--- config.mk ---
export PLATFORM = sky130hd
export DESIGN_NAME = dcacheWayPicker
export DESIGN_NICKNAME = d
export VERILOG_FILES = /design/src/dcacheBusPkg.sv /design/src/dcacheCtrlPkg.sv /design/src/dcacheWayPicker.sv
export VERILOG_INCLUDE_DIRS = /design/src
export SDC_FILE = /design/constraint.sdc
export NUM_CORES = 1
export LEC_CHECK = 0
export BUFFER_PORTS_ARGS = -buffer_cell sky130_fd_sc_hd__clkbuf_2
export CORE_ASPECT_RATIO = 1.2
export CORE_UTILIZATION = 40
export CTS_CLUSTER_SIZE = 25
export DETAILED_ROUTE_END_ITERATION = 6
export PLACE_DENSITY = 0.87
export RECOVER_POWER = 25
export SYNTH_ARGS = -nofsm -noshare
export SYNTH_HDL_FRONTEND = slang
export SYNTH_SLANG_ARGS = --single-unit
--- constraint.sdc ---
create_clock -name clk -period 3.1 [get_ports clk]
set_input_delay 0.62 -clock clk [delete_from_list [all_inputs] [get_ports clk]]
set_output_delay 0.62 -clock clk [all_outputs]
set_load 0.05 [all_outputs]
--- src/dcache_params.svh ---
`ifndef DCACHE_PARAMS_SVH
`define DCACHE_PARAMS_SVH

// ====================
// Cache geometry
// ====================

// Four ways of sixteen sets, each line holding four words
`define DC_WAYS 4
`define DC_SETS 16
`define DC_WORDS 4
`define DC_DATA_W 32
`define DC_WAY_W 2

// ====================
// Address split
// ====================

// Byte address, bits 1..0 are dropped since only whole words move
`define DC_ADDR_W 32
`define DC_WSEL_LSB 2
`define DC_WSEL_W 2
`define DC_INDEX_LSB 4
`define DC_INDEX_W 4
`define DC_TAG_LSB 8
`define DC_TAG_W 24

// Victim LFSR width and its start value after reset
`define DC_LFSR_W 8
`define DC_LFSR_SEED 8'h01

`endif

--- src/dcacheBusPkg.sv ---
`default_nettype none

`include "dcache_params.svh"

package dcacheBusPkg;

	// ====================
	// Wishbone classic
	// ====================

	// Request from a master, shared by the CPU port and the memory port
	typedef struct packed {
		logic cyc;
		logic stb;
		logic we;
		logic [`DC_ADDR_W-1:0] adr;
		logic [`DC_DATA_W-1:0] dat;
	} wbReq;

	// Slave response, ack is a single-cycle pulse
	typedef struct packed {
		logic ack;
		logic [`DC_DATA_W-1:0] dat;
	} wbResp;

	// ====================
	// Cache datapath
	// ====================

	// Broadcast from the controller to every way
	typedef struct packed {
		logic [`DC_INDEX_W-1:0] index;
		logic [`DC_TAG_W-1:0] tag;
		logic [`DC_WSEL_W-1:0] wordSel;
		logic [`DC_DATA_W-1:0] wdata;
		// Store hit update of one word, gated per way by its write select
		logic writeWord;
		// One word of a line fill, also gated by the write select
		logic fillWord;
		// Commit the tag and valid bit after a fill
		logic setValid;
		// Clear the valid bit of the set in all ways at once
		logic invalSet;
	} wayReq;

	// What a single way reports for the current index and tag
	typedef struct packed {
		logic valid;
		logic hit;
		logic [`DC_DATA_W-1:0] data;
	} wayResp;

	// Combined view of all ways
	typedef struct packed {
		logic hit;
		logic [`DC_WAY_W-1:0] hitWay;
		logic [`DC_WAYS-1:0] validMask;
		logic [`DC_DATA_W-1:0] readData;
	} mergeResult;

endpackage

`default_nettype wire

--- src/dcacheCtrlPkg.sv ---
`default_nettype none

package dcacheCtrlPkg;

	// Controller FSM states
	typedef enum logic [2:0] {
		// Waiting for a CPU cycle
		IDLE,
		// Tags are compared and the merge result is taken
		LOOKUP,
		// Four memory reads bring the line into the victim way
		FILL,
		// Tag and valid bit of the victim are written
		FILL_DONE,
		// Write-through of a store to memory
		WRITE_MEM,
		// CPU ack for one cycle
		RESPOND
	} ctrlState;

	// Operation decoded from the CPU cycle
	typedef enum logic [1:0] {
		OP_LOAD,
		OP_STORE,
		// A CPU cycle with the invalidate input high, no memory access
		OP_INVAL
	} cacheOp;

endpackage

`default_nettype wire

--- src/dcacheWayPicker.sv ---
`timescale 1ns/1ps
`default_nettype none

`include "dcache_params.svh"

module dcacheWayPicker (
	input wire logic clk,
	input wire logic rst,
	input wire dcacheCtrlPkg::ctrlState state,
	input wire dcacheCtrlPkg::cacheOp op,
	input wire dcacheBusPkg::mergeResult merge,
	output logic [`DC_WAYS-1:0] wayWrite
);

	// Victim source for full sets
	logic [`DC_LFSR_W-1:0] lfsr;
	logic lfsrFeedback;

	// Remembers that the current fill victim came from the LFSR
	logic fromLfsr;

	// Lowest invalid way of the indexed set
	logic anyEmpty;
	logic [`DC_WAY_W-1:0] emptyWay;

	// Way chosen in this cycle and its one-hot form
	logic [`DC_WAY_W-1:0] pickWay;
	logic pickFromLfsr;
	logic [`DC_WAYS-1:0] pickOneHot;

	// Taps 8, 6, 5 and 4, fed back into bit 0
	assign lfsrFeedback = lfsr[7] ^ lfsr[5] ^ lfsr[4] ^ lfsr[3];

	always_comb begin
		anyEmpty = 1'b0;
		emptyWay = '0;
		for (int w = `DC_WAYS - 1; w >= 0; w--) begin
			if (!merge.validMask[w]) begin
				anyEmpty = 1'b1;
				emptyWay = w[`DC_WAY_W-1:0];
			end
		end
	end

	// A store follows its hit way, a fill prefers an empty way over the LFSR
	always_comb begin
		pickFromLfsr = 1'b0;
		if (op == dcacheCtrlPkg::OP_STORE) begin
			pickWay = merge.hitWay;
		end else if (anyEmpty) begin
			pickWay = emptyWay;
		end else begin
			pickWay = lfsr[`DC_WAY_W-1:0];
			pickFromLfsr = 1'b1;
		end
		pickOneHot = '0;
		pickOneHot[pickWay] = 1'b1;
	end

	// ====================
	// Registered choice
	// ====================

	always_ff @(posedge clk) begin
		if (rst) begin
			wayWrite <= {{(`DC_WAYS - 1){1'b0}}, 1'b1};
			lfsr <= `DC_LFSR_SEED;
			fromLfsr <= 1'b0;
		end else begin
			case (state)
			dcacheCtrlPkg::LOOKUP: begin
				// Latch on a store hit or a load miss, otherwise hold the last choice
				if ((op == dcacheCtrlPkg::OP_STORE && merge.hit) ||
					(op == dcacheCtrlPkg::OP_LOAD && !merge.hit)) begin
					wayWrite <= pickOneHot;
					fromLfsr <= pickFromLfsr && (op == dcacheCtrlPkg::OP_LOAD);
				end
			end
			dcacheCtrlPkg::FILL_DONE: begin
				// Step once per fill that consumed an LFSR victim
				if (fromLfsr) begin
					lfsr <= {lfsr[`DC_LFSR_W-2:0], lfsrFeedback};
					fromLfsr <= 1'b0;
				end
			end
			default: ;
			endcase
		end
	end

endmodule

`default_nettype wire

# After elaboration in Yosys (flattened, before gate mapping)
# Index checks and enable logic that the tools add are counted.
# op_classes
n_reduce_logical,11
order_cmp,2
n_eq_ne,4
muxes,16
bitwise,3
# op_table
op,count
2-bit two-way mux,6
1-bit two-way mux,8
2-bit AND reduction,3
1-bit logical AND,4
3-bit by 1-bit equality test with 1-bit output (second input constant),1
3-bit by 2-bit equality test with 1-bit output (second input constant),1
2-bit by 3-bit less-than comparator with 1-bit output (second input constant),1
1-bit bitwise XOR,3
1-bit demux with 2-bit select,1
2-bit by 1-bit equality test with 1-bit output (second input constant),1
2-bit by 1-bit greater-or-equal comparator with 1-bit output (second input constant),1
2-bit zero test,1
2-bit inequality test (second input constant),1
1-bit case mux with 2 select lines,1
2-bit nonzero test,1
1-bit zero test,1
1-bit logical OR,1
# word_totals
output_inout_bits,4
inputBits,46
elab_cells,39
ff_bits,13

# Longest topological paths before layout
# depth
depth_word,10
ltp_mapped,5
ltp_nobuf,4

# Least setup slack after synthesis
# Ideal clock, no wire load.
# synth_path
kind,in2reg
from,input port state[2]
to,register lfsr[0]
required_time_ps,2980
path_buffers,1
setup_time_ps,120
path_stages,4
slack_ps,1622
arrival_ps,1358
path_cell_list,and3b_1 > buf_2 > nand2_4 > a211o_1
# synth_via
elab_chain_cells,2
# synth_lines
item,line,rtl
"start, declared",dcacheWayPicker.sv:9,"input wire dcacheCtrlPkg::ctrlState state,"
3-bit by 2-bit equality test with 1-bit output,dcacheWayPicker.sv:70,case (state)
2-bit AND reduction (no line),-,
"end signal, assigned",dcacheWayPicker.sv:67,lfsr <= `DC_LFSR_SEED;
"end signal, assigned",dcacheWayPicker.sv:82,"lfsr <= {lfsr[`DC_LFSR_W-2:0], lfsrFeedback};"
"end, declared",dcacheWayPicker.sv:16,logic [`DC_LFSR_W-1:0] lfsr;
# No other way between the ends.
# A chain may end at the register's enable or synchronous reset.

# Worst setup path after layout
# Ends and elaborated chain as after synthesis.

==> results by group <==
Run status
  • Status: finished, final reports clean

Routing
  • DR pass1 iterations: 4
  • Wire length per cell: 11.3 um
  • Via count: ~560
  • Routed WL: 1.17 mm
  • Antenna viol nets, final: 0
  • # DRC: 0
  • Vias per cell: 5.42
  • Iteration-0 DRC Markers: 18

Worst setup path
  • Worst-path maximum fanout: 9
  • CP startpoint kind: primary input
  • Flop-to-flop setup slack: 1.85 ns
  • Worst setup path category: in2reg
  • RR Startpoint: lfsr[1]
  • CP Capture Type: register
  • Worst Path Required: 3.27 ns
  • CP Launch Point: state[2]
  • WP data arrival: 1.70 ns

Min path
  • Worst Hold Class: reg2reg
  • Hold path start: lfsr[2]

Logic synthesis
  • Synth Warn #: 0
  • Syn nets: ~120
  • Ranking of synthesized cells by area: dfxtp_1, a21oi_1, nand3_1
  • Post-Synthesis Cells: slightly below 70
  • FF+latch count, synth: 13
  • FFs w/ async S/R, synth: 0
  • Commonest cells in the netlist: dfxtp_1, a21oi_1, nand2_1, nand3_1, xnor2_1
  • Post-synthesis sequential area ratio: 0.406
  • Synth top area share: 0.406
  • Cell with the most instances after synthesis: dfxtp_1
  • Synth area leader: dfxtp_1
  • Dominant synthesized flop cell: dfxtp_1
  • Synth Cell Area: 641 um2
  • Count of cell types in the netlist: 27
  • Mean Syn Cell Area: 9.28 um2
  • Number of synthesized flops with an enable pin: 0

Final layout
  • Layout area overhead: 17.4%
  • FF/Latch Area: 260 um2
  • Share of layout cells above drive strength 1: 0.310
  • Final Net Count: 134
  • Post-layout util: 0.514
  • Multi-input logic area: 353 um2
  • Post-layout instance area: 752 um2
  • # diodes: 0
  • Fillers: 147
  • Non-filler cells, final: about 100

Die
  • I/O pin total: 50
  • Num rows: 15
  • Core ar.: 1460 um2
  • Die X: around 39 um
  • Initial core utilization: 0.438
  • Die area: 1770 um2
  • Height of the die: around 46 um

Clocking
  • Clk Latency, worst-skew pair: roughly 0.27 ns
  • CTS max path bufs: 2
  • Post_cts resized: 0
  • CTS tree: done
  • Number of buffers created by CTS: 3
  • Worst-path clk slew: 0.08 ns
  • Postcts setup bufs: 0
  • Post-CTS Hold Fix Bufs: 0
  • CTS Root Cell: clkbuf_4
  • Num Clock Sinks: 13
  • H-tree Lvls: 1

Pwr
  • Gate power share: 0.109
  • Power share of the clock group: 0.335
  • VDD IR max: 314 uV
  • Sw Pwr: between 0.07 and 0.08 mW
  • PwrDens: between 400 and 500 nW/um2
  • Pwr Total: 0.302 mW
  • Leakage power: 0.309 nW
  • Net Sw Frac: 0.236
  • Internal power: about 0.23 mW
  • Sequential Power Share: 0.556

GRT
  • First-pass GRT wire length: 1.99 mm
  • GRT Util Overall: 0.158
  • Remaining global-route overflow: 0
  • Number of global-route vias before repair: a little under 500
  • Initial antenna violation count: 0
  • Largest net degree at the start of global routing: 16

Timing
  • Peak Freq: 0.651 GHz
  • Setup Skew: 0.00365 ns
  • Hold Vio Cnt, Final: 0
  • Hold Slack: 0.459 ns
  • Max_slew headroom: 0.803
  • Pins Over Slew Limit: 0
  • Crit path time final: between 1.5 and 2 ns
  • Worst Tran Pin Value: between 0.2 and 0.3 ns
  • Worst setup margin: between 1.5 and 2 ns
  • RSZ-0062 raised after global routing: false
  • Final setup vio count: 0
  • Fin Setup TNS: 0 ns
  • Fin crit share: 0.495

Placement
  • Pre-CTS setup slack: 1.39 ns
  • Routability cong.: 0.759
  • Placed cell areas: around 730 um2
  • Detailed placement HPWL: 923 um
  • Port Buf Inserts: 17
  • Placed cells: 100

Flow run
  • Max cap viols: 0
[final timing paths]
path	endpoint	cells after the start
setup reg to reg	wayWrite[3]	4
hold reg to reg	lfsr[2]	2
hold / removal	lfsr[2]	2
setup / recovery	lfsr[0]	4
[worst max-delay path: stages]
cell	delay (ns)
clkbuf_1	0.09
and3b_1	0.39
nand2_1	0.26
a211o_1	0.34
[sequential cells by signal, indices dropped and copies added, names as in the netlist]
name / flops
lfsr: 8
wayWrite: 4
fromLfsr: 1
[layer usage]
layer	share of wire	GRT usage	wire length (um)
met5	0	0	0
met1	0.44	0.190	516
met2	0.51	0.270	598
met3	0.038	0.0294	45
met4	0.0094	0.0621	11
[kinds of logic after synthesis]
logic type,count (synthesis),share of synthesized area
compound gates,16,0.201
xor+xnor,4,0.0547
buf+inv,5,0.0312
flops,13,0.406
mux,2,0.0313
simple gates,29,0.275
[layout make-up]
| type | instances | area share |
|---|---|---|
| repair buffers | 17 | 0.111 |
| well taps | 17 | 0.0283 |
| inverters | 2 | 0.00998 |
| flip-flops and latches | 13 | 0.346 |
| multi-input cells | 51 | 0.469 |
| clock buffers | 4 | 0.0349 |
[power groups by stage]
stage / clock, mW / sequential (mW) / combinational, mW
after global routing: 0.112 / 0.168 / 0.0358
after global placement: 0 / 0.172 / 0.0319
final: 0.101 / 0.168 / 0.0328
after detailed placement: 0 / 0.172 / 0.0335
after floorplan: 0 / 0.174 / 0.0162
after CTS: 0.102 / 0.168 / 0.0335
[layout by cell type (no fill, tap or decap), types with 2 or more instances in the layout]
master	count
clkbuf_2	16
clkbuf_4	3
a21oi_1	8
xnor2_1	4
nor2b_1	2
nand3_1	7
nand2_1	8
a32o_2	2
and3b_1	2
mux2i_1	2
nor3_1	2
nor2_1	2
clkbuf_1	2
nand3b_1	2
dfxtp_1	13
inv_1	2
Power figures use the tool's default switching activity.
