File: src/dcache_params.svh
`ifndef DCACHE_PARAMS_SVH
`define DCACHE_PARAMS_SVH

// ====================
// Cache geometry
// ====================

// Four ways of sixteen sets, each line holding four words
`define DC_WAYS 4
`define DC_SETS 16
`define DC_WORDS 4
`define DC_DATA_W 32
`define DC_WAY_W 2

// ====================
// Address split
// ====================

// Byte address, bits 1..0 are dropped since only whole words move
`define DC_ADDR_W 32
`define DC_WSEL_LSB 2
`define DC_WSEL_W 2
`define DC_INDEX_LSB 4
`define DC_INDEX_W 4
`define DC_TAG_LSB 8
`define DC_TAG_W 24

// Victim LFSR width and its start value after reset
`define DC_LFSR_W 8
`define DC_LFSR_SEED 8'h01

`endif

File: src/dcacheBusPkg.sv
`default_nettype none

`include "dcache_params.svh"

package dcacheBusPkg;

	// ====================
	// Wishbone classic
	// ====================

	// Request from a master, shared by the CPU port and the memory port
	typedef struct packed {
		logic cyc;
		logic stb;
		logic we;
		logic [`DC_ADDR_W-1:0] adr;
		logic [`DC_DATA_W-1:0] dat;
	} wbReq;

	// Slave response, ack is a single-cycle pulse
	typedef struct packed {
		logic ack;
		logic [`DC_DATA_W-1:0] dat;
	} wbResp;

	// ====================
	// Cache datapath
	// ====================

	// Broadcast from the controller to every way
	typedef struct packed {
		logic [`DC_INDEX_W-1:0] index;
		logic [`DC_TAG_W-1:0] tag;
		logic [`DC_WSEL_W-1:0] wordSel;
		logic [`DC_DATA_W-1:0] wdata;
		// Store hit update of one word, gated per way by its write select
		logic writeWord;
		// One word of a line fill, also gated by the write select
		logic fillWord;
		// Commit the tag and valid bit after a fill
		logic setValid;
		// Clear the valid bit of the set in all ways at once
		logic invalSet;
	} wayReq;

	// What a single way reports for the current index and tag
	typedef struct packed {
		logic valid;
		logic hit;
		logic [`DC_DATA_W-1:0] data;
	} wayResp;

	// Combined view of all ways
	typedef struct packed {
		logic hit;
		logic [`DC_WAY_W-1:0] hitWay;
		logic [`DC_WAYS-1:0] validMask;
		logic [`DC_DATA_W-1:0] readData;
	} mergeResult;

endpackage

`default_nettype wire

File: src/dcacheCtrlPkg.sv
`default_nettype none

package dcacheCtrlPkg;

	// Controller FSM states
	typedef enum logic [2:0] {
		// Waiting for a CPU cycle
		IDLE,
		// Tags are compared and the merge result is taken
		LOOKUP,
		// Four memory reads bring the line into the victim way
		FILL,
		// Tag and valid bit of the victim are written
		FILL_DONE,
		// Write-through of a store to memory
		WRITE_MEM,
		// CPU ack for one cycle
		RESPOND
	} ctrlState;

	// Operation decoded from the CPU cycle
	typedef enum logic [1:0] {
		OP_LOAD,
		OP_STORE,
		// A CPU cycle with the invalidate input high, no memory access
		OP_INVAL
	} cacheOp;

endpackage

`default_nettype wire

File: src/dcacheController.sv
`timescale 1ns/1ps
`default_nettype none

`include "dcache_params.svh"

module dcacheController (
	input wire logic clk,
	input wire logic rst,
	input wire dcacheBusPkg::wbReq cpuReq,
	input wire logic cpuInval,
	output dcacheBusPkg::wbResp cpuResp,
	output dcacheBusPkg::wbReq memReq,
	input wire dcacheBusPkg::wbResp memResp,
	input wire dcacheBusPkg::mergeResult merge,
	output dcacheBusPkg::wayReq toWays,
	output dcacheCtrlPkg::ctrlState state,
	output dcacheCtrlPkg::cacheOp op
);

	dcacheCtrlPkg::ctrlState nextState;
	dcacheCtrlPkg::cacheOp decodedOp;

	// CPU request held for the whole operation
	logic [`DC_ADDR_W-1:0] reqAddr;
	logic [`DC_DATA_W-1:0] reqData;
	logic [`DC_TAG_W-1:0] reqTag;
	logic [`DC_INDEX_W-1:0] reqIndex;
	logic [`DC_WSEL_W-1:0] reqWord;

	// Word of the line being fetched, also the fill address offset
	logic [`DC_WSEL_W-1:0] fillCount;
	logic fillLast;

	// Store hit seen in lookup, consumed by the word write that follows
	logic storeHit;

	// Load data returned to the CPU
	logic [`DC_DATA_W-1:0] respData;

	assign reqTag = reqAddr[`DC_TAG_LSB +: `DC_TAG_W];
	assign reqIndex = reqAddr[`DC_INDEX_LSB +: `DC_INDEX_W];
	assign reqWord = reqAddr[`DC_WSEL_LSB +: `DC_WSEL_W];
	assign fillLast = (int'(fillCount) == `DC_WORDS - 1);

	// The invalidate input rides along with stb and overrides the direction
	always_comb begin
		if (cpuInval) begin
			decodedOp = dcacheCtrlPkg::OP_INVAL;
		end else if (cpuReq.we) begin
			decodedOp = dcacheCtrlPkg::OP_STORE;
		end else begin
			decodedOp = dcacheCtrlPkg::OP_LOAD;
		end
	end

	// ====================
	// FSM
	// ====================

	always_comb begin
		nextState = state;
		case (state)
		dcacheCtrlPkg::IDLE:
			if (cpuReq.cyc && cpuReq.stb) nextState = dcacheCtrlPkg::LOOKUP;
		dcacheCtrlPkg::LOOKUP:
			case (op)
			dcacheCtrlPkg::OP_LOAD:
				nextState = merge.hit ? dcacheCtrlPkg::RESPOND : dcacheCtrlPkg::FILL;
			dcacheCtrlPkg::OP_STORE: nextState = dcacheCtrlPkg::WRITE_MEM;
			default: nextState = dcacheCtrlPkg::RESPOND;
			endcase
		dcacheCtrlPkg::FILL:
			if (memResp.ack && fillLast) nextState = dcacheCtrlPkg::FILL_DONE;
		dcacheCtrlPkg::FILL_DONE: nextState = dcacheCtrlPkg::RESPOND;
		dcacheCtrlPkg::WRITE_MEM:
			if (memResp.ack) nextState = dcacheCtrlPkg::RESPOND;
		default: nextState = dcacheCtrlPkg::IDLE;
		endcase
	end

	always_ff @(posedge clk) begin
		if (rst) begin
			state <= dcacheCtrlPkg::IDLE;
			op <= dcacheCtrlPkg::OP_LOAD;
			fillCount <= '0;
			storeHit <= 1'b0;
		end else begin
			state <= nextState;
			if (state == dcacheCtrlPkg::IDLE && cpuReq.cyc && cpuReq.stb) op <= decodedOp;
			// Every fill starts at word 0 of the line
			if (state == dcacheCtrlPkg::LOOKUP) begin
				fillCount <= '0;
				storeHit <= merge.hit && (op == dcacheCtrlPkg::OP_STORE);
			end
			if (state == dcacheCtrlPkg::FILL && memResp.ack) fillCount <= fillCount + 1'b1;
			if (state == dcacheCtrlPkg::WRITE_MEM) storeHit <= 1'b0;
		end
	end

	// Request capture and the returned word
	always_ff @(posedge clk) begin
		if (state == dcacheCtrlPkg::IDLE) begin
			reqAddr <= cpuReq.adr;
			reqData <= cpuReq.dat;
		end
		if (state == dcacheCtrlPkg::LOOKUP) respData <= merge.readData;
		// The requested word is grabbed as it streams past during the fill
		if (state == dcacheCtrlPkg::FILL && memResp.ack && fillCount == reqWord)
			respData <= memResp.dat;
	end

	// ====================
	// Outputs
	// ====================

	always_comb begin
		cpuResp = '0;
		cpuResp.ack = (state == dcacheCtrlPkg::RESPOND);
		cpuResp.dat = respData;
	end

	// Memory master, one single-beat cycle per fill word or store
	always_comb begin
		memReq = '0;
		if (state == dcacheCtrlPkg::FILL) begin
			memReq.cyc = 1'b1;
			memReq.stb = 1'b1;
			memReq.adr = {reqTag, reqIndex, fillCount, {`DC_WSEL_LSB{1'b0}}};
		end else if (state == dcacheCtrlPkg::WRITE_MEM) begin
			memReq.cyc = 1'b1;
			memReq.stb = 1'b1;
			memReq.we = 1'b1;
			memReq.adr = reqAddr;
			memReq.dat = reqData;
		end
	end

	// The hit way is registered by the picker at the end of lookup,
	// so the store word write lands on the first write-through edge
	always_comb begin
		toWays = '0;
		toWays.index = reqIndex;
		toWays.tag = reqTag;
		toWays.wordSel = (state == dcacheCtrlPkg::FILL) ? fillCount : reqWord;
		toWays.wdata = (state == dcacheCtrlPkg::FILL) ? memResp.dat : reqData;
		toWays.writeWord = (state == dcacheCtrlPkg::WRITE_MEM) && storeHit;
		toWays.fillWord = (state == dcacheCtrlPkg::FILL) && memResp.ack;
		toWays.setValid = (state == dcacheCtrlPkg::FILL_DONE);
		toWays.invalSet = (state == dcacheCtrlPkg::LOOKUP) && (op == dcacheCtrlPkg::OP_INVAL);
	end

endmodule

`default_nettype wire

File: config.mk
export PLATFORM = sky130hd
export DESIGN_NAME = dcacheController
export DESIGN_NICKNAME = d
export VERILOG_FILES = /design/src/dcacheBusPkg.sv /design/src/dcacheCtrlPkg.sv /design/src/dcacheController.sv
export VERILOG_INCLUDE_DIRS = /design/src
export SDC_FILE = /design/constraint.sdc
export NUM_CORES = 1
export LEC_CHECK = 0
export BUFFER_PORTS_ARGS = -buffer_cell sky130_fd_sc_hd__clkbuf_2
export CORE_MARGIN = 2
export CORE_UTILIZATION = 29
export CTS_BUF_LIST = sky130_fd_sc_hd__clkbuf_4 sky130_fd_sc_hd__clkbuf_8 sky130_fd_sc_hd__clkbuf_16
export DETAILED_ROUTE_END_ITERATION = 12
export HOLD_SLACK_MARGIN = 0.12
export MAX_ROUTING_LAYER = met4
export PLACE_DENSITY = 0.55
export SETUP_SLACK_MARGIN = 0.02
export SYNTH_ARGS = -nofsm -noshare
export SYNTH_HDL_FRONTEND = slang
export SYNTH_SLANG_ARGS = --single-unit
File: constraint.sdc
create_clock -name clk -period 8 [get_ports clk]
set_input_delay 0.4 -clock clk [delete_from_list [all_inputs] [get_ports clk]]
set_output_delay 0.4 -clock clk [all_outputs]
set_load 0.02 [all_outputs]
After elaboration in Yosys (flattened, before gate mapping)
Index checks and enable logic that the tools add are counted.

word-level totals
  output and inout port bits = 171
  word-level logic and storage cells = 54
  input bits = 142
  flip-flop bits (word level) = 104

operators by class
  reduce and logical (&&, ||, !) cells = 15
  eq/ne operators = 12
  mux-type cells = 19
  add/subtract/negate cells = 1

operators with widths
  kind                                                 count
  two-way mux 32 bit                                   5
  two-way mux 67 bit                                   1
  one-hot mux 3 bit (5 select lines)                   1
  two-way mux 3 bit                                    4
  two-way mux 2 bit                                    5
  logical AND 1 bit                                    9
  equality test 3 x 2 -> 1 bit, second input constant  2
  equality test 3 bit, second input constant           2
  inequality test 2 bit, second input constant         3
  one-hot mux 3 bit (2 select lines)                   1
  equality test 2 x 1 -> 1 bit, second input constant  2
  nonzero test 2 bit                                   2
  equality test 3 x 1 -> 1 bit, second input constant  1
  logical NOT 3 bit                                    1
  AND reduction 3 bit                                  1
  adder 2 x 1 -> 2 bit, second input constant          1
  equality test 2 bit                                  1
  equality test 2 bit, second input constant           1
  logical NOT 2 bit                                    1
  two-way mux 1 bit                                    2
  OR reduction 2 bit                                   1

Logic depth before layout (Yosys ltp)
  depth after elaboration = 4
  mapped depth = 6
  mapped depth without buffers = 5

Worst setup path before layout
Ideal clock, no wire load.

  path type = register -> register
  from = reg state[0]
  to = reg op[0]
  cell stages (with the launch flop) = 6
  buffers on the path = 1
  setup slack = 2,057 ps
  data required time = 7,876 ps
  arrival = 5,818 ps
  period minus slack after synthesis = 5,943 ps
  cell sequence = dfxtp_1 > buf_4 > nor3_1 > and3_1 > mux2i_1 > nor2_1

on the way
  cells in the longest elaborated chain, start to end = 3

RTL lines
  item                            RTL line                source
  from (decl)                     dcacheController.sv:16  output dcacheCtrlPkg::ctrlState state,
  from (signal assigned)          dcacheController.sv:83  state <= dcacheCtrlPkg::IDLE;
  from (signal assigned)          dcacheController.sv:88  state <= nextState;
  logical NOT 3 bit               dcacheController.sv:89  if (state == dcacheCtrlPkg::IDLE && cpuReq.cyc && cpuReq.stb) op <= decodedOp;
  logical AND 1 bit (2 in a row)  dcacheController.sv:89
  to (signal assigned)            dcacheController.sv:84  op <= dcacheCtrlPkg::OP_LOAD;
  to (signal assigned)            dcacheController.sv:89
  to (decl)                       dcacheController.sv:17  output dcacheCtrlPkg::cacheOp op

No other way between the ends.
A chain may end at the register's enable or synchronous reset.

==> results.toml <==
[drt]
postRouteAntennaNets = 0
vias = 3606
vias_per_cell = 4.329
wl_um = 13190
dr.pass1.iters = 4
drtIter0Drc = 133
avgRoutedWirePerCell_um = 15.84
drc = 0

[floorplanning]
io_pins = 313
core_mm2 = 0.01641
fp.dieArea_mm2 = 0.01761
die_h_um = 132.7
rows = 47
die_x_um = 132.7
floorplan.initialDensity = 0.2928

[flow_run]
drv_cap = 0

[worst_setup_path]
cp_slowest_cell = "nor2_2"
cp_top_family = "simple AND/OR/NAND/NOR gates"
crit_type = "reg -> out"
max_stage_delay_ps = 790
startpoint_type = "flop"
cp.arrival_ps = 2590
path_max_fanout = 26
end_kind = "primary output"
worst_ep_required_time_ps = 7600
cp_cell_sequence = "nand2b_1, nor2_2, buf_4, a22o_1, clkbuf_2"
worst-path-buf-inv = 2

[timing]
slew-limit-headroom = 0.2804
grt_setup_unrepaired = "false"
fin_setup_tns_ps = 0
period_share = 0.3737
fin_ws_ps = 5011
setup_violations = 0
drv_slew = 0
final-hold-violation-count = 0
max_freq_mhz = 334.5
finalClockSkew_ps = 6.960
tightestPinTransition_ps = 1079
hold-worst-slack_ps = 221.9
post-route-min-period_ps = 2989

[pwr]
ir_drop_mv = 0.1162
p_leak_uw = 0.003027
p_per_area_mw_per_mm2 = 271.6

[synth]
synth_top_area_frac = 0.6002
synth_edf_count = 96
ys_types = 32
synth_area_mm2 = 0.004803
yosysWarnings = 0
syn_nets = 475
syn_inst = 332
synth-compound-area-share = 0.01485
synthMuxAreaShare = 0.1589
seq_area_frac_synth = 0.6335
synth_top_family_by_area = "multiplexers"
avgSynthCellArea_um2 = 14.47
ys_seq_elements = 104
synthSimpleGateAreaFrac = 0.1229
ys_async_sr_fraction = 0
synthAdderAreaFrac = 0.002605
yosysMostFrequentCell = "edfxtp_1"
synth-main-ff-cell = "edfxtp_1"
synth_common_cells = "edfxtp_1 (96), and2_1 (63), mux2_2 (37)"
yosys-top-cells-area = "edfxtp_1 (60%), mux2_2 (8.7%), and2_1 (8.2%), mux2_1 (6.8%), buf_4 (4.8%)"
synth_xor_area_frac = 0.003647
synth_top_area_cell = "edfxtp_1"

[global_routing]
first_global_vias = 3659
antenna_found_initial = 0
gr-total-overflow = 0
grt_start_max_net_pins = 46
grt_pass1_wl_um = 19700
globalRouteTotalUtil = 0.1518

[placement]
io_buffers = 306
gp_congestion = 0.8169
dp_hpwl_um = 9980
pre_cts_slack_ps = 5326

[clock_network]
cts_setup_buffers = 0
cts.path.max_buffers = 2
clk_pin_slew_ps = 70
cts_sinks = 104
clkLatencyLatePin_ps = 350
cts_tree = "yes"
cts_hold_buf = 0
numCtsBuffers = 9
cts_root_buffer = "clkbuf_16"
cts_max_level = 3
post_cts_resized = 0

[cells_and_area]
area_delta_synth_final_pct = 38.03
fin_util = 0.4041
num_antenna_cells = 0
nFillCells = 1612
drive_above_1_share = 0.6003
nNetsFinal = 752

[status]
status = "finished, final reports clean"

[min_path]
min_path_type = "in -> reg"
flip-flops by register name, indices dropped and copies added, names as in the netlist:
| register | flops |
|---|---|
| reqAddr | 32 |
| reqData | 32 |
| respData | 32 |
| state | 3 |
| fillCount | 2 |
| op | 2 |
| storeHit | 1 |
through the flow:
step | total power, uW | cell area, um^2 | instances
3_5_place_dp | 1416 | 6369 | 818
6_report | 1801 | 6630 | 833
4_1_cts | 1831 | 6630 | 833
3_3_place_gp | 1408 | 6369 | 818
2_1_floorplan | 1230 | 4803 | 332
5_1_grt | 1891 | 6630 | 833
cells in the final DEF, fill, tap and decap left out, drive strengths merged, types with 5 or more instances in the layout:
master,count
clkbuf,315
edfxtp,96
mux2,66
and2,63
nor2,9
dfxtp,8
buf,6
nand2,5
nor3,5
a21oi,5
per-layer routing:
metal,share of wire,track usage
met1,0.40,0.1682
met2,0.51,0.2660
met3,0.073,0.03180
met4,0.019,0.06153
met5,0,-
worst reg2reg max path: cells and delay by family, from the launching register on:
family / cells / cell delay, ps
flip-flops: 1 / 520
AND/OR/NAND/NOR: 2 / 830
buffers and inverters: 1 / 470
multiplexers: 1 / 350
cell type report:
type	instances	area [um^2]	share of cell area
Timing Repair Buffer	312	1577	0.2378
Multi-Input combinational cell	180	1466	0.2212
Sequential cell	104	3043	0.4590
Inverter	2	7.507	0.001132
Clock inverter	6	36.28	0.005473
Tap cell	220	275.3	0.04152
Clock buffer	9	225.2	0.03397
path summary, 6_finish.rpt:
path,from,end,slack [ps],cells after the start
worst min register to register,storeHit,storeHit,530,2
worst max register to register,state[1],respData[5],5570,4
worst max-delay path,state[2],memReq[34],5010,5
worst min-delay path,cpuReq[23],reqData[23],220,1
power breakdown:
group | total (uW) | internal (uW) | switching, uW
Sequential | 802 | 747 | 55.0
Clock | 405 | 208 | 197
Combinational | 594 | 201 | 394
Total | 1800 | 1160 | 646
kinds of logic (layout without fill, tap and decap cells):
family | count (synthesis) | count (layout)
muxes | 68 | 68
DFF | 104 | 104
xor gates and xnor gates | 2 | 2
adders and majority gates | 1 | 1
AOI/OAI and AO/OA | 11 | 11
buffers and inverters | 48 | 329
and+or+nand+nor | 98 | 98
(Power assumes the default switching activity.)
