`src/dcache_params.svh`:
```
`ifndef DCACHE_PARAMS_SVH
`define DCACHE_PARAMS_SVH

// ====================
// Cache geometry
// ====================

// Four ways of sixteen sets, each line holding four words
`define DC_WAYS 4
`define DC_SETS 16
`define DC_WORDS 4
`define DC_DATA_W 32
`define DC_WAY_W 2

// ====================
// Address split
// ====================

// Byte address, bits 1..0 are dropped since only whole words move
`define DC_ADDR_W 32
`define DC_WSEL_LSB 2
`define DC_WSEL_W 2
`define DC_INDEX_LSB 4
`define DC_INDEX_W 4
`define DC_TAG_LSB 8
`define DC_TAG_W 24

// Victim LFSR width and its start value after reset
`define DC_LFSR_W 8
`define DC_LFSR_SEED 8'h01

`endif

```
`src/dcacheBusPkg.sv`:
```
`default_nettype none

`include "dcache_params.svh"

package dcacheBusPkg;

	// ====================
	// Wishbone classic
	// ====================

	// Request from a master, shared by the CPU port and the memory port
	typedef struct packed {
		logic cyc;
		logic stb;
		logic we;
		logic [`DC_ADDR_W-1:0] adr;
		logic [`DC_DATA_W-1:0] dat;
	} wbReq;

	// Slave response, ack is a single-cycle pulse
	typedef struct packed {
		logic ack;
		logic [`DC_DATA_W-1:0] dat;
	} wbResp;

	// ====================
	// Cache datapath
	// ====================

	// Broadcast from the controller to every way
	typedef struct packed {
		logic [`DC_INDEX_W-1:0] index;
		logic [`DC_TAG_W-1:0] tag;
		logic [`DC_WSEL_W-1:0] wordSel;
		logic [`DC_DATA_W-1:0] wdata;
		// Store hit update of one word, gated per way by its write select
		logic writeWord;
		// One word of a line fill, also gated by the write select
		logic fillWord;
		// Commit the tag and valid bit after a fill
		logic setValid;
		// Clear the valid bit of the set in all ways at once
		logic invalSet;
	} wayReq;

	// What a single way reports for the current index and tag
	typedef struct packed {
		logic valid;
		logic hit;
		logic [`DC_DATA_W-1:0] data;
	} wayResp;

	// Combined view of all ways
	typedef struct packed {
		logic hit;
		logic [`DC_WAY_W-1:0] hitWay;
		logic [`DC_WAYS-1:0] validMask;
		logic [`DC_DATA_W-1:0] readData;
	} mergeResult;

endpackage

`default_nettype wire

```
`src/dcacheHitMerge.sv`:
```
`timescale 1ns/1ps
`default_nettype none

`include "dcache_params.svh"

module dcacheHitMerge (
	input wire dcacheBusPkg::wayResp resps [`DC_WAYS],
	output dcacheBusPkg::mergeResult result
);

	// One bit per way that matched the tag
	logic [`DC_WAYS-1:0] hitVec;

	// Valid bits of the indexed set across the ways
	logic [`DC_WAYS-1:0] validVec;

	// Gather the per-way flags into vectors
	always_comb begin
		hitVec = '0;
		validVec = '0;
		for (int w = 0; w < `DC_WAYS; w++) begin
			hitVec[w] = resps[w].hit;
			validVec[w] = resps[w].valid;
		end
	end

	// ====================
	// Way encode and mux
	// ====================

	// Scanning from the top down lets the lowest hitting way win
	// Only one way should ever hit, but a stale duplicate must not mix data
	always_comb begin
		result = '0;
		result.hit = |hitVec;
		result.validMask = validVec;
		for (int w = `DC_WAYS - 1; w >= 0; w--) begin
			if (hitVec[w]) begin
				result.hitWay = w[`DC_WAY_W-1:0];
				result.readData = resps[w].data;
			end
		end
	end

endmodule

`default_nettype wire

```
`config.mk`:
```
export PLATFORM = sky130hd
export DESIGN_NAME = dcacheHitMerge
export DESIGN_NICKNAME = d
export VERILOG_FILES = /design/src/dcacheBusPkg.sv /design/src/dcacheHitMerge.sv
export VERILOG_INCLUDE_DIRS = /design/src
export SDC_FILE = /design/constraint.sdc
export NUM_CORES = 1
export LEC_CHECK = 0
export ABC_CLOCK_PERIOD_IN_PS = 800
export BUFFER_PORTS_ARGS = -buffer_cell sky130_fd_sc_hd__buf_2
export CAP_MARGIN = 20
export CORE_AREA = 2 2 68 70
export DETAILED_ROUTE_END_ITERATION = 8
export DIE_AREA = 0 0 70 72
export PLACE_DENSITY = 0.64
export SYNTH_ARGS = -nofsm -noshare
export SYNTH_HDL_FRONTEND = slang
export SYNTH_SLANG_ARGS = --single-unit
export TNS_END_PERCENT = 10
```
`constraint.sdc`:
```
create_clock -name vclk -period 0.8
set_input_delay 0.04 -clock vclk [all_inputs]
set_output_delay 0.04 -clock vclk [all_outputs]
set_load 0.01 [all_outputs]
```
Yosys cells after proc, flatten, opt, wreduce, memory -nomap -nowiden

Cells that the tools add are included.

Muxes and demuxes: 8
Reduce and logical (&&, ||, !) cells: 1

Operators by type and width:

| operator           | number |
|---|---|
| two-way mux 32 bit | 4 |
| two-way mux 2 bit  | 4 |
| OR reduction 4 bit | 1 |

Register bits after elaboration: 0
Output and inout bits: 39
Logic and storage cells: 9

Depth between registers and ports, before layout

Gate-level depths: netlist (run 1).

Depth in word-level cells: 4
Depth in mapped cells: 5
Gate-level depth less buffers: 3

Worst setup path after synthesis (run 1)

OpenSTA, ideal clock, no wires.

Path type: input to output
Start: in resps[66] in the netlist's numbering
End: out result[20] in the netlist's numbering
Arrival time: 0.739 ns
Setup slack: 0.021 ns
Stages on the path: 5
Cells stage by stage: buf_6 > nor2b_4 > buf_6 > a22oi_1 > a21oi_1

RTL lines:

| element            | line                | text |
|---|---|---|
| start: declaration | dcacheHitMerge.sv:7 | `` input wire dcacheBusPkg::wayResp resps [`DC_WAYS], `` |
| end: declaration   | dcacheHitMerge.sv:8 | `output dcacheBusPkg::mergeResult result` |

==> results of run 1 <==
-- worst max-delay path, delay by kind of cell --
family / cells / cell delay (ns)
compound gates: 2 / 0.21
simple gates: 1 / 0.24
buf+inv: 3 / 0.40
-- timing repair --
action                                  CTS  global route
resized for setup                        39            14
hold buffers                              0             0
gates cloned                              3             0
endpoints found under the setup margin   32            34
pin swaps                                27             3
-- cell usage after synthesis (all sizes together) --
library cell | number | share of area (%)
nand2 | 3 | 1.3
nand2b | 1 | 1.6
o22ai | 31 | 22
inv | 1 | 0.43
a22oi | 30 | 26
a31oi | 2 | 1.4
or3b | 1 | 1.0
nor2 | 4 | 2.0
nor3 | 1 | 0.58
nand3b | 2 | 1.7
a21oi | 30 | 21
buf | 20 | 18
nor2b | 1 | 1.6
o21ai | 1 | 0.58
-- logic make-up after synthesis --
group                  after synthesis  share of synthesized area (%)
and+or+nand+nor                     13                           9.83
buffers and inverters               21                           18.5
AOI/OAI and AO/OA                   94                           71.7
-- worst min-delay path by stage --
| stage | from | end | slack, ns |
|---|---|---|---|
| after floorplan | resps[134] | result[36] | 0.13 |
| final | resps[135] | result[32] | 0.08 |
| after CTS | resps[135] | result[32] | 0.08 |
| after global routing | resps[33] | result[35] | 0.08 |
| after global placement | resps[135] | result[32] | 0.08 |
| after detailed placement | resps[135] | result[32] | 0.08 |
-- routing by layer --
metal,up-vias,GRT usage [%],wire length (um),share of wire [%]
met2,109,35.6,2620,52
li1,853,-,-,-
met5,-,0,0,0
met3,0,2.64,465,9.3
met4,0,0,0,0
met1,804,21.2,1940,39
-- area by class of cell --
type / count / area [sq um] / area share (%)
inverters: 1 / 3.75 / 0.176
multi-input cells: 107 / 932 / 43.8
well taps: 52 / 65.1 / 3.06
repair buffers: 183 / 1130 / 53.0
-- power by group through the flow --
stage | sequential, mW | combinational, mW | clock [mW]
2_1_floorplan | 0 | 0.538 | 0
3_3_place_gp | 0 | 1.09 | 0
3_5_place_dp | 0 | 1.10 | 0
4_1_cts | 0 | 1.27 | 0
5_1_grt | 0 | 1.43 | 0
6_report | 0 | 1.32 | 0
==> flow_results.xml, run 1 <==
<?xml version="1.0" encoding="UTF-8"?>
<metrics>
  <group name="run_status">
    <metric name="violations" unit="">setup timing</metric>
    <metric name="run_status" unit="">finished, violations left</metric>
  </group>
  <group name="hold_path">
    <metric name="worstHoldPathType" unit="">primary input to output port</metric>
    <metric name="min_delay_path_depth" unit="">0</metric>
  </group>
  <group name="layout">
    <metric name="n_sequential_cell" unit="">0</metric>
    <metric name="final_design_utilization" unit="%">49.9</metric>
    <metric name="layout_cell_share_with_drive_strength_beyond_1" unit="%">79.7</metric>
    <metric name="diodes" unit="">0</metric>
    <metric name="layout_common_cells" unit="">163 x sky130_fd_sc_hd__buf_2, 29 x sky130_fd_sc_hd__a22oi_1, 28 x sky130_fd_sc_hd__o22ai_2, 16 x sky130_fd_sc_hd__a21oi_1, 14 x sky130_fd_sc_hd__a21oi_2</metric>
    <metric name="mostFrequentLayoutCell" unit="">sky130_fd_sc_hd__buf_2</metric>
    <metric name="final_nets" unit="">429</metric>
    <metric name="storage_cell_area" unit="sq um">0</metric>
    <metric name="post_route_standard_cell_area_excluding_fillers" unit="sq mm">0.00213</metric>
    <metric name="n_fill_cell" unit="">421</metric>
    <metric name="syn_to_final_growth" unit="%">146</metric>
    <metric name="nClkBuffers" unit="">0</metric>
    <metric name="finalNonFillerCells" unit="">343</metric>
  </group>
  <group name="global_routing">
    <metric name="wire_length_of_the_first_global_routing_pass" unit="mm">7.71</metric>
    <metric name="grt_pass1_vias" unit="">1695</metric>
    <metric name="grt.total_usage" unit="%">17.8</metric>
    <metric name="grt_max_degree" unit="">20</metric>
    <metric name="number_of_antenna_violations_at_the_first_check_in_global_routing" unit="">0</metric>
    <metric name="grt_overflow" unit="">0</metric>
  </group>
  <group name="route">
    <metric name="drt-vias-per-instance" unit="">5.15</metric>
    <metric name="drtPass1Iterations" unit="">4</metric>
    <metric name="final_antenna_net_count" unit="">0</metric>
    <metric name="initialDrtViolationCount" unit="">44</metric>
    <metric name="postRouteWirelength" unit="mm">5.02</metric>
    <metric name="vias" unit="">1766</metric>
    <metric name="detail_route.drc_violations" unit="">0</metric>
    <metric name="route.detailed.wl_per_inst" unit="um">14.6</metric>
  </group>
  <group name="timing">
    <metric name="period_minus_slack" unit="ns">0.928</metric>
    <metric name="hold-worst-slack" unit="ns">0.0800</metric>
    <metric name="rsz0062_at_grt" unit="">yes</metric>
    <metric name="worst-slew-pin-transition" unit="ns">0.255</metric>
    <metric name="maxClockFrequency" unit="MHz">1080</metric>
    <metric name="final.setup.tns" unit="ns">-2.90</metric>
    <metric name="max_slew_headroom_at_the_worst_pin" unit="%">83.0</metric>
    <metric name="report.final.hold_viol_count" unit="">0</metric>
    <metric name="timing.final.crit_share" unit="%">116</metric>
    <metric name="finalSetupViolations" unit="">32</metric>
    <metric name="finalMaxSlewViolations" unit="">0</metric>
    <metric name="setup_ws" unit="ns">-0.128</metric>
  </group>
  <group name="pwr">
    <metric name="power_switching" unit="mW">0.601</metric>
    <metric name="switching_share" unit="%">45.5</metric>
    <metric name="power.density" unit="mW/mm^2">620</metric>
    <metric name="power_share_of_the_combinational_group" unit="%">100.0</metric>
    <metric name="leakage_component_of_the_power" unit="nW">1.05</metric>
    <metric name="power_frac_seq" unit="%">0</metric>
    <metric name="internal_power" unit="mW">0.719</metric>
    <metric name="power.share.clock" unit="%">0</metric>
    <metric name="irDropWorstVdd" unit="mV">0.288</metric>
    <metric name="power" unit="mW">1.32</metric>
  </group>
  <group name="worst_setup_path">
    <metric name="path_class" unit="">primary input to output port</metric>
    <metric name="setup.worst_path.start" unit="">resps[134]</metric>
    <metric name="critical_path_cell_list" unit="">buf_8 -&gt; nand2b_4 -&gt; buf_12 -&gt; o22ai_2 -&gt; a31oi_1 -&gt; buf_2</metric>
    <metric name="worstPathArrival" unit="ns">0.89</metric>
    <metric name="setup.worst_path.end_class" unit="">output port</metric>
    <metric name="critPathRequiredTime" unit="ns">0.76</metric>
    <metric name="worst_setup_path_endpoint" unit="">result[29]</metric>
    <metric name="slowest_delay" unit="ns">0.24</metric>
    <metric name="crit_path_start_kind" unit="">primary input</metric>
    <metric name="slowest_stage" unit="">sky130_fd_sc_hd__nand2b_4</metric>
    <metric name="critical_path.max_fanout" unit="">5</metric>
  </group>
  <group name="floorplan">
    <metric name="die_ar" unit="sq mm">0.00504</metric>
    <metric name="die_extent_in_y" unit="um">72</metric>
    <metric name="floorplan.io_pins" unit="">175</metric>
    <metric name="start_util" unit="%">20.3</metric>
    <metric name="die_width" unit="um">70</metric>
    <metric name="core_region_area" unit="sq mm">0.00426</metric>
    <metric name="std_cell_rows" unit="">24</metric>
  </group>
  <group name="synthesis">
    <metric name="synth.net_count" unit="">264</metric>
    <metric name="syn_inst_count" unit="">128</metric>
    <metric name="synth_sequential_area_ratio" unit="%">0</metric>
    <metric name="synthDistinctLibCells" unit="">18</metric>
    <metric name="mappedNetlistArea" unit="sq um">866</metric>
    <metric name="synth.yosys.warnings" unit="">0</metric>
    <metric name="synth_area_per_cell" unit="sq um">6.76</metric>
  </group>
  <group name="placement">
    <metric name="place.detailed.hpwl" unit="mm">3.66</metric>
    <metric name="io_buffer_count" unit="">167</metric>
    <metric name="globalplace.congestion" unit="">0.721</metric>
    <metric name="dpl-instance-area" unit="sq mm">0.00178</metric>
    <metric name="dp.cells" unit="">340</metric>
    <metric name="dp_worst_setup_slack" unit="ns">-0.149</metric>
  </group>
  <group name="clock_network">
    <metric name="post-cts-setup-buffers" unit="">0</metric>
  </group>
  <group name="run">
    <metric name="drv_cap" unit="">0</metric>
  </group>
</metrics>
Note: power is estimated with default switching activity, not from simulation.
==> run 2, diff against run 1 <==
--- a/config.mk
+++ b/config.mk
@@ -9,10 +9,12 @@
 export ABC_CLOCK_PERIOD_IN_PS = 800
 export BUFFER_PORTS_ARGS = -buffer_cell sky130_fd_sc_hd__buf_2
 export CAP_MARGIN = 20
-export CORE_AREA = 2 2 68 70
+export CELL_PAD_IN_SITES_DETAIL_PLACEMENT = 0
+export CELL_PAD_IN_SITES_GLOBAL_PLACEMENT = 1
+export CORE_MARGIN = 1.5
+export CORE_UTILIZATION = 14
 export DETAILED_ROUTE_END_ITERATION = 8
-export DIE_AREA = 0 0 70 72
-export PLACE_DENSITY = 0.64
+export PLACE_DENSITY = 0.81
 export SYNTH_ARGS = -nofsm -noshare
 export SYNTH_HDL_FRONTEND = slang
 export SYNTH_SLANG_ARGS = --single-unit
==> flow_results.xml, run 2 (same netlist as run 1, synthesis figures left out) <==
<?xml version="1.0" encoding="UTF-8"?>
<metrics>
  <group name="layout">
    <metric name="finalNonFillerCells" unit="">364</metric>
    <metric name="diodes" unit="">0</metric>
    <metric name="syn_to_final_growth" unit="%">147</metric>
    <metric name="mostFrequentLayoutCell" unit="">sky130_fd_sc_hd__buf_2</metric>
    <metric name="n_sequential_cell" unit="">0</metric>
    <metric name="post_route_standard_cell_area_excluding_fillers" unit="sq mm">0.00214</metric>
    <metric name="nClkBuffers" unit="">0</metric>
    <metric name="storage_cell_area" unit="sq um">0</metric>
    <metric name="final_nets" unit="">427</metric>
    <metric name="layout_common_cells" unit="">163 x sky130_fd_sc_hd__buf_2, 28 x sky130_fd_sc_hd__a22oi_2, 24 x sky130_fd_sc_hd__o22ai_1, 18 x sky130_fd_sc_hd__a21oi_1, 12 x sky130_fd_sc_hd__a21oi_2</metric>
    <metric name="final_design_utilization" unit="%">35.9</metric>
    <metric name="layout_cell_share_with_drive_strength_beyond_1" unit="%">80.6</metric>
    <metric name="n_fill_cell" unit="">662</metric>
  </group>
  <group name="floorplan">
    <metric name="start_util" unit="%">14.5</metric>
    <metric name="die_ar" unit="sq mm">0.00667</metric>
    <metric name="std_cell_rows" unit="">28</metric>
    <metric name="die_extent_in_y" unit="um">81.6</metric>
    <metric name="core_region_area" unit="sq mm">0.00596</metric>
    <metric name="die_width" unit="um">81.6</metric>
    <metric name="floorplan.io_pins" unit="">175</metric>
  </group>
  <group name="route">
    <metric name="drtPass1Iterations" unit="">4</metric>
    <metric name="final_antenna_net_count" unit="">0</metric>
    <metric name="route.detailed.wl_per_inst" unit="um">14.7</metric>
    <metric name="vias" unit="">1769</metric>
    <metric name="postRouteWirelength" unit="mm">5.35</metric>
    <metric name="drt-vias-per-instance" unit="">4.86</metric>
    <metric name="detail_route.drc_violations" unit="">0</metric>
    <metric name="initialDrtViolationCount" unit="">32</metric>
  </group>
  <group name="placement">
    <metric name="dp_worst_setup_slack" unit="ns">-0.135</metric>
    <metric name="dp.cells" unit="">360</metric>
    <metric name="globalplace.congestion" unit="">0.722</metric>
    <metric name="io_buffer_count" unit="">167</metric>
    <metric name="dpl-instance-area" unit="sq mm">0.00180</metric>
    <metric name="place.detailed.hpwl" unit="mm">3.90</metric>
  </group>
  <group name="worst_setup_path">
    <metric name="setup.worst_path.start" unit="">resps[32]</metric>
    <metric name="path_buf_inv" unit="">4</metric>
    <metric name="crit_path_start_kind" unit="">primary input</metric>
    <metric name="worst-path-stages" unit="">7</metric>
    <metric name="worst_setup_path_endpoint" unit="">result[10]</metric>
    <metric name="timing.critical_path.max_delay_family" unit="">buffers and inverters</metric>
    <metric name="worstPathArrival" unit="ns">0.90</metric>
    <metric name="slowest_delay" unit="ns">0.16</metric>
    <metric name="critical_path.max_fanout" unit="">8</metric>
    <metric name="setup.worst_path.end_class" unit="">output port</metric>
    <metric name="critical_path_cell_list" unit="">buf_6 -&gt; nor2b_4 -&gt; buf_12 -&gt; clkbuf_16 -&gt; a22oi_2 -&gt; a21oi_2 -&gt; buf_2</metric>
    <metric name="slowest_stage" unit="">sky130_fd_sc_hd__clkbuf_16</metric>
    <metric name="critPathRequiredTime" unit="ns">0.76</metric>
    <metric name="path_class" unit="">primary input to output port</metric>
  </group>
  <group name="global_routing">
    <metric name="grt_overflow" unit="">0</metric>
    <metric name="grt.total_usage" unit="%">12.5</metric>
    <metric name="wire_length_of_the_first_global_routing_pass" unit="mm">6.81</metric>
    <metric name="number_of_antenna_violations_at_the_first_check_in_global_routing" unit="">0</metric>
    <metric name="grt_max_degree" unit="">34</metric>
    <metric name="grt_pass1_vias" unit="">1531</metric>
  </group>
  <group name="timing">
    <metric name="timing.final.crit_share" unit="%">118</metric>
    <metric name="period_minus_slack" unit="ns">0.941</metric>
    <metric name="report.final.hold_viol_count" unit="">0</metric>
    <metric name="max_slew_headroom_at_the_worst_pin" unit="%">81.5</metric>
    <metric name="hold-worst-slack" unit="ns">0.0800</metric>
    <metric name="finalMaxSlewViolations" unit="">0</metric>
    <metric name="rsz0062_at_grt" unit="">yes</metric>
    <metric name="finalSetupViolations" unit="">33</metric>
    <metric name="worst-slew-pin-transition" unit="ns">0.278</metric>
    <metric name="maxClockFrequency" unit="MHz">1060</metric>
    <metric name="setup_ws" unit="ns">-0.141</metric>
    <metric name="final.setup.tns" unit="ns">-3.54</metric>
  </group>
  <group name="hold_path">
    <metric name="worstHoldPathType" unit="">primary input to output port</metric>
    <metric name="worst_hold_startpoint" unit="">resps[67]</metric>
    <metric name="min_delay_path_depth" unit="">0</metric>
  </group>
  <group name="run_status">
    <metric name="violations" unit="">setup timing</metric>
    <metric name="run_status" unit="">finished, violations left</metric>
  </group>
  <group name="pwr">
    <metric name="leakage_component_of_the_power" unit="nW">1.00</metric>
    <metric name="power.density" unit="mW/mm^2">614</metric>
    <metric name="power" unit="mW">1.31</metric>
    <metric name="irDropWorstVdd" unit="mV">0.269</metric>
  </group>
  <group name="clock_network">
    <metric name="postCtsHoldBufs" unit="">0</metric>
  </group>
  <group name="run">
    <metric name="drv_cap" unit="">0</metric>
  </group>
</metrics>
run 2: what timing repair did:
item,in CTS,in global routing
endpoints found under the hold margin,0,0
cloned,0,3
gates resized for setup,16,36
buffers inserted,0,1
setup endpoints to repair,34,34
pin swaps,15,17
run 2: final cells by class:
class,instances,area (sq um),share of cell area [%]
repair buffers,181,1130,52.9
multi-input cells,107,908,42.5
inverters,1,3.75,0.176
well taps,75,93.8,4.39
run 2: worst min-delay path by stage:
stage | slack, ns | end
global placement | 0.08 | result[33]
global route | 0.08 | result[35]
finish | 0.08 | result[34]
CTS | 0.08 | result[33]
detailed placement | 0.08 | result[33]
floorplan | 0.13 | result[36]
run 2: routing by layer:
metal / up-vias / wire length, um / global-route usage (%)
li1: 854 / - / -
met1: 832 / 2100 / 15.6
met2: 81 / 2910 / 24.0
met3: 2 / 318 / 0.889
met4: 0 / 19 / 0.847
met5: - / 0 / 0
run 2: report_power, final:
group | total (mW) | leakage [nW] | switching, mW | internal [mW]
logic | 1.31 | 1.00 | 0.600 | 0.711
clock network | 0 | 0 | 0 | 0
registers | 0 | 0 | 0 | 0
==> run 3, diff against run 2 <==
--- a/config.mk
+++ b/config.mk
@@ -6,7 +6,7 @@
 export SDC_FILE = /design/constraint.sdc
 export NUM_CORES = 1
 export LEC_CHECK = 0
-export ABC_CLOCK_PERIOD_IN_PS = 800
+export ABC_CLOCK_PERIOD_IN_PS = 1000
 export BUFFER_PORTS_ARGS = -buffer_cell sky130_fd_sc_hd__buf_2
 export CAP_MARGIN = 20
 export CELL_PAD_IN_SITES_DETAIL_PLACEMENT = 0
==> constraint.sdc (replaced) <==
create_clock -name vclk -period 1
set_input_delay 0.05 -clock vclk [all_inputs]
set_output_delay 0.05 -clock vclk [all_outputs]
set_load 0.01 [all_outputs]
==> flow_results.xml, run 3 (same netlist as run 1, synthesis figures left out) <==
<?xml version="1.0" encoding="UTF-8"?>
<metrics>
  <group name="run_status">
    <metric name="run_status" unit="">complete, no violations</metric>
  </group>
  <group name="worst_setup_path">
    <metric name="slowest_delay" unit="ns">0.16</metric>
    <metric name="path_buf_inv" unit="">4</metric>
    <metric name="slowest_stage" unit="">sky130_fd_sc_hd__clkbuf_16</metric>
    <metric name="crit_path_start_kind" unit="">primary input</metric>
    <metric name="timing.critical_path.max_delay_family" unit="">buffers and inverters</metric>
    <metric name="critical_path.max_fanout" unit="">8</metric>
    <metric name="setup.worst_path.end_class" unit="">output port</metric>
    <metric name="path_class" unit="">primary input to output port</metric>
    <metric name="critical_path_cell_list" unit="">buf_6 -&gt; nor2b_4 -&gt; buf_12 -&gt; clkbuf_16 -&gt; a22oi_1 -&gt; a21oi_1 -&gt; buf_2</metric>
    <metric name="critPathRequiredTime" unit="ns">0.95</metric>
    <metric name="worstPathArrival" unit="ns">0.93</metric>
  </group>
  <group name="route">
    <metric name="postRouteWirelength" unit="mm">5.60</metric>
    <metric name="drt-vias-per-instance" unit="">4.87</metric>
    <metric name="route.detailed.wl_per_inst" unit="um">15.3</metric>
    <metric name="detail_route.drc_violations" unit="">0</metric>
    <metric name="drtPass1Iterations" unit="">4</metric>
    <metric name="vias" unit="">1786</metric>
    <metric name="final_antenna_net_count" unit="">0</metric>
    <metric name="initialDrtViolationCount" unit="">45</metric>
  </group>
  <group name="floorplan">
    <metric name="start_util" unit="%">14.5</metric>
    <metric name="die_extent_in_y" unit="um">81.6</metric>
    <metric name="std_cell_rows" unit="">28</metric>
    <metric name="die_ar" unit="sq mm">0.00667</metric>
    <metric name="core_region_area" unit="sq mm">0.00596</metric>
    <metric name="floorplan.io_pins" unit="">175</metric>
    <metric name="die_width" unit="um">81.6</metric>
  </group>
  <group name="global_routing">
    <metric name="wire_length_of_the_first_global_routing_pass" unit="mm">6.82</metric>
    <metric name="grt_max_degree" unit="">34</metric>
    <metric name="grt_pass1_vias" unit="">1512</metric>
    <metric name="grt_overflow" unit="">0</metric>
    <metric name="grt.total_usage" unit="%">12.4</metric>
    <metric name="number_of_antenna_violations_at_the_first_check_in_global_routing" unit="">0</metric>
  </group>
  <group name="placement">
    <metric name="place.detailed.hpwl" unit="mm">3.89</metric>
    <metric name="dp_worst_setup_slack" unit="ns">0.0363</metric>
    <metric name="dp.cells" unit="">360</metric>
    <metric name="io_buffer_count" unit="">167</metric>
    <metric name="globalplace.congestion" unit="">0.722</metric>
  </group>
  <group name="layout">
    <metric name="nClkBuffers" unit="">0</metric>
    <metric name="mostFrequentLayoutCell" unit="">sky130_fd_sc_hd__buf_2</metric>
    <metric name="storage_cell_area" unit="sq um">0</metric>
    <metric name="n_sequential_cell" unit="">0</metric>
    <metric name="diodes" unit="">0</metric>
    <metric name="layout_common_cells" unit="">163 x sky130_fd_sc_hd__buf_2, 22 x sky130_fd_sc_hd__a22oi_2, 21 x sky130_fd_sc_hd__a21oi_1, 20 x sky130_fd_sc_hd__o22ai_1, 11 x sky130_fd_sc_hd__o22ai_2</metric>
    <metric name="layout_cell_share_with_drive_strength_beyond_1" unit="%">78.8</metric>
    <metric name="final_nets" unit="">430</metric>
    <metric name="finalNonFillerCells" unit="">367</metric>
    <metric name="syn_to_final_growth" unit="%">151</metric>
  </group>
  <group name="timing">
    <metric name="hold-worst-slack" unit="ns">0.100</metric>
    <metric name="setup_ws" unit="ns">0.0165</metric>
    <metric name="rsz0062_at_grt" unit="">yes</metric>
    <metric name="max_slew_headroom_at_the_worst_pin" unit="%">82.4</metric>
    <metric name="period_minus_slack" unit="ns">0.984</metric>
    <metric name="worst-slew-pin-transition" unit="ns">0.264</metric>
    <metric name="timing.final.crit_share" unit="%">98.4</metric>
    <metric name="finalMaxSlewViolations" unit="">0</metric>
    <metric name="maxClockFrequency" unit="MHz">1020</metric>
    <metric name="report.final.hold_viol_count" unit="">0</metric>
    <metric name="finalSetupViolations" unit="">0</metric>
  </group>
  <group name="pwr">
    <metric name="power.density" unit="mW/mm^2">489</metric>
    <metric name="leakage_component_of_the_power" unit="nW">1.04</metric>
    <metric name="irDropWorstVdd" unit="mV">0.213</metric>
  </group>
  <group name="hold_path">
    <metric name="worstHoldPathType" unit="">primary input to output port</metric>
  </group>
  <group name="run">
    <metric name="drv_cap" unit="">0</metric>
  </group>
</metrics>
run 3: changes by cell type in the layout (fill, tap and decap cells not counted), moves of 2 or more:
| cell | delta |
|---|---|
| sky130_fd_sc_hd__a22oi_1 | +6 |
| sky130_fd_sc_hd__a22oi_2 | -6 |
| sky130_fd_sc_hd__o22ai_1 | -4 |
| sky130_fd_sc_hd__o22ai_2 | +4 |
| sky130_fd_sc_hd__a21oi_1 | +3 |
| sky130_fd_sc_hd__a21oi_2 | -3 |
| sky130_fd_sc_hd__clkbuf_16 | +3 |
| sky130_fd_sc_hd__buf_4 | +2 |
run 3: layout make-up:
type	count	area (sq um)
fillers	635	3780
inverters	1	3.75
multi-input cells	107	885
well taps	75	93.8
repair buffers	184	1190
run 3: layer usage:
layer | up-vias | GRT usage (%) | share of wire, %
met2 | 77 | 24.1 | 54
li1 | 856 | - | -
met4 | 0 | 0.508 | 0
met3 | 0 | 0.667 | 5.5
met5 | - | 0 | 0
met1 | 853 | 15.5 | 41
run 3: report_power, final:
part / total [mW] / switching, mW / internal (mW)
combinational: 1.07 / 0.481 / 0.584
sequential: 0 / 0 / 0
clock: 0 / 0 / 0
run 3: path summary, 6_finish.rpt:
check,startpoint,to,slack (ns),cells after the start
worst min-delay path,resps[67],result[34],0.10,0
worst max-delay path,resps[32],result[3],0.02,7
run 3: through the flow:
step                      area (sq um)  setup TNS (ns)  utilization (%)  total power, mW
after floorplan                    866               0                -            0.430
after global placement            1800               0             30.3            0.873
after detailed placement          1800               0             30.3            0.880
after CTS                         1800               0             30.3            0.883
after global routing              2180         -0.0549             36.5             1.16
final                             2180               0             36.5             1.07
run 3: what timing repair did:
action,CTS,global route
gates resized for setup,0,43
setup buffers,0,1
setup endpoints to repair,0,21
hold buffers,0,0
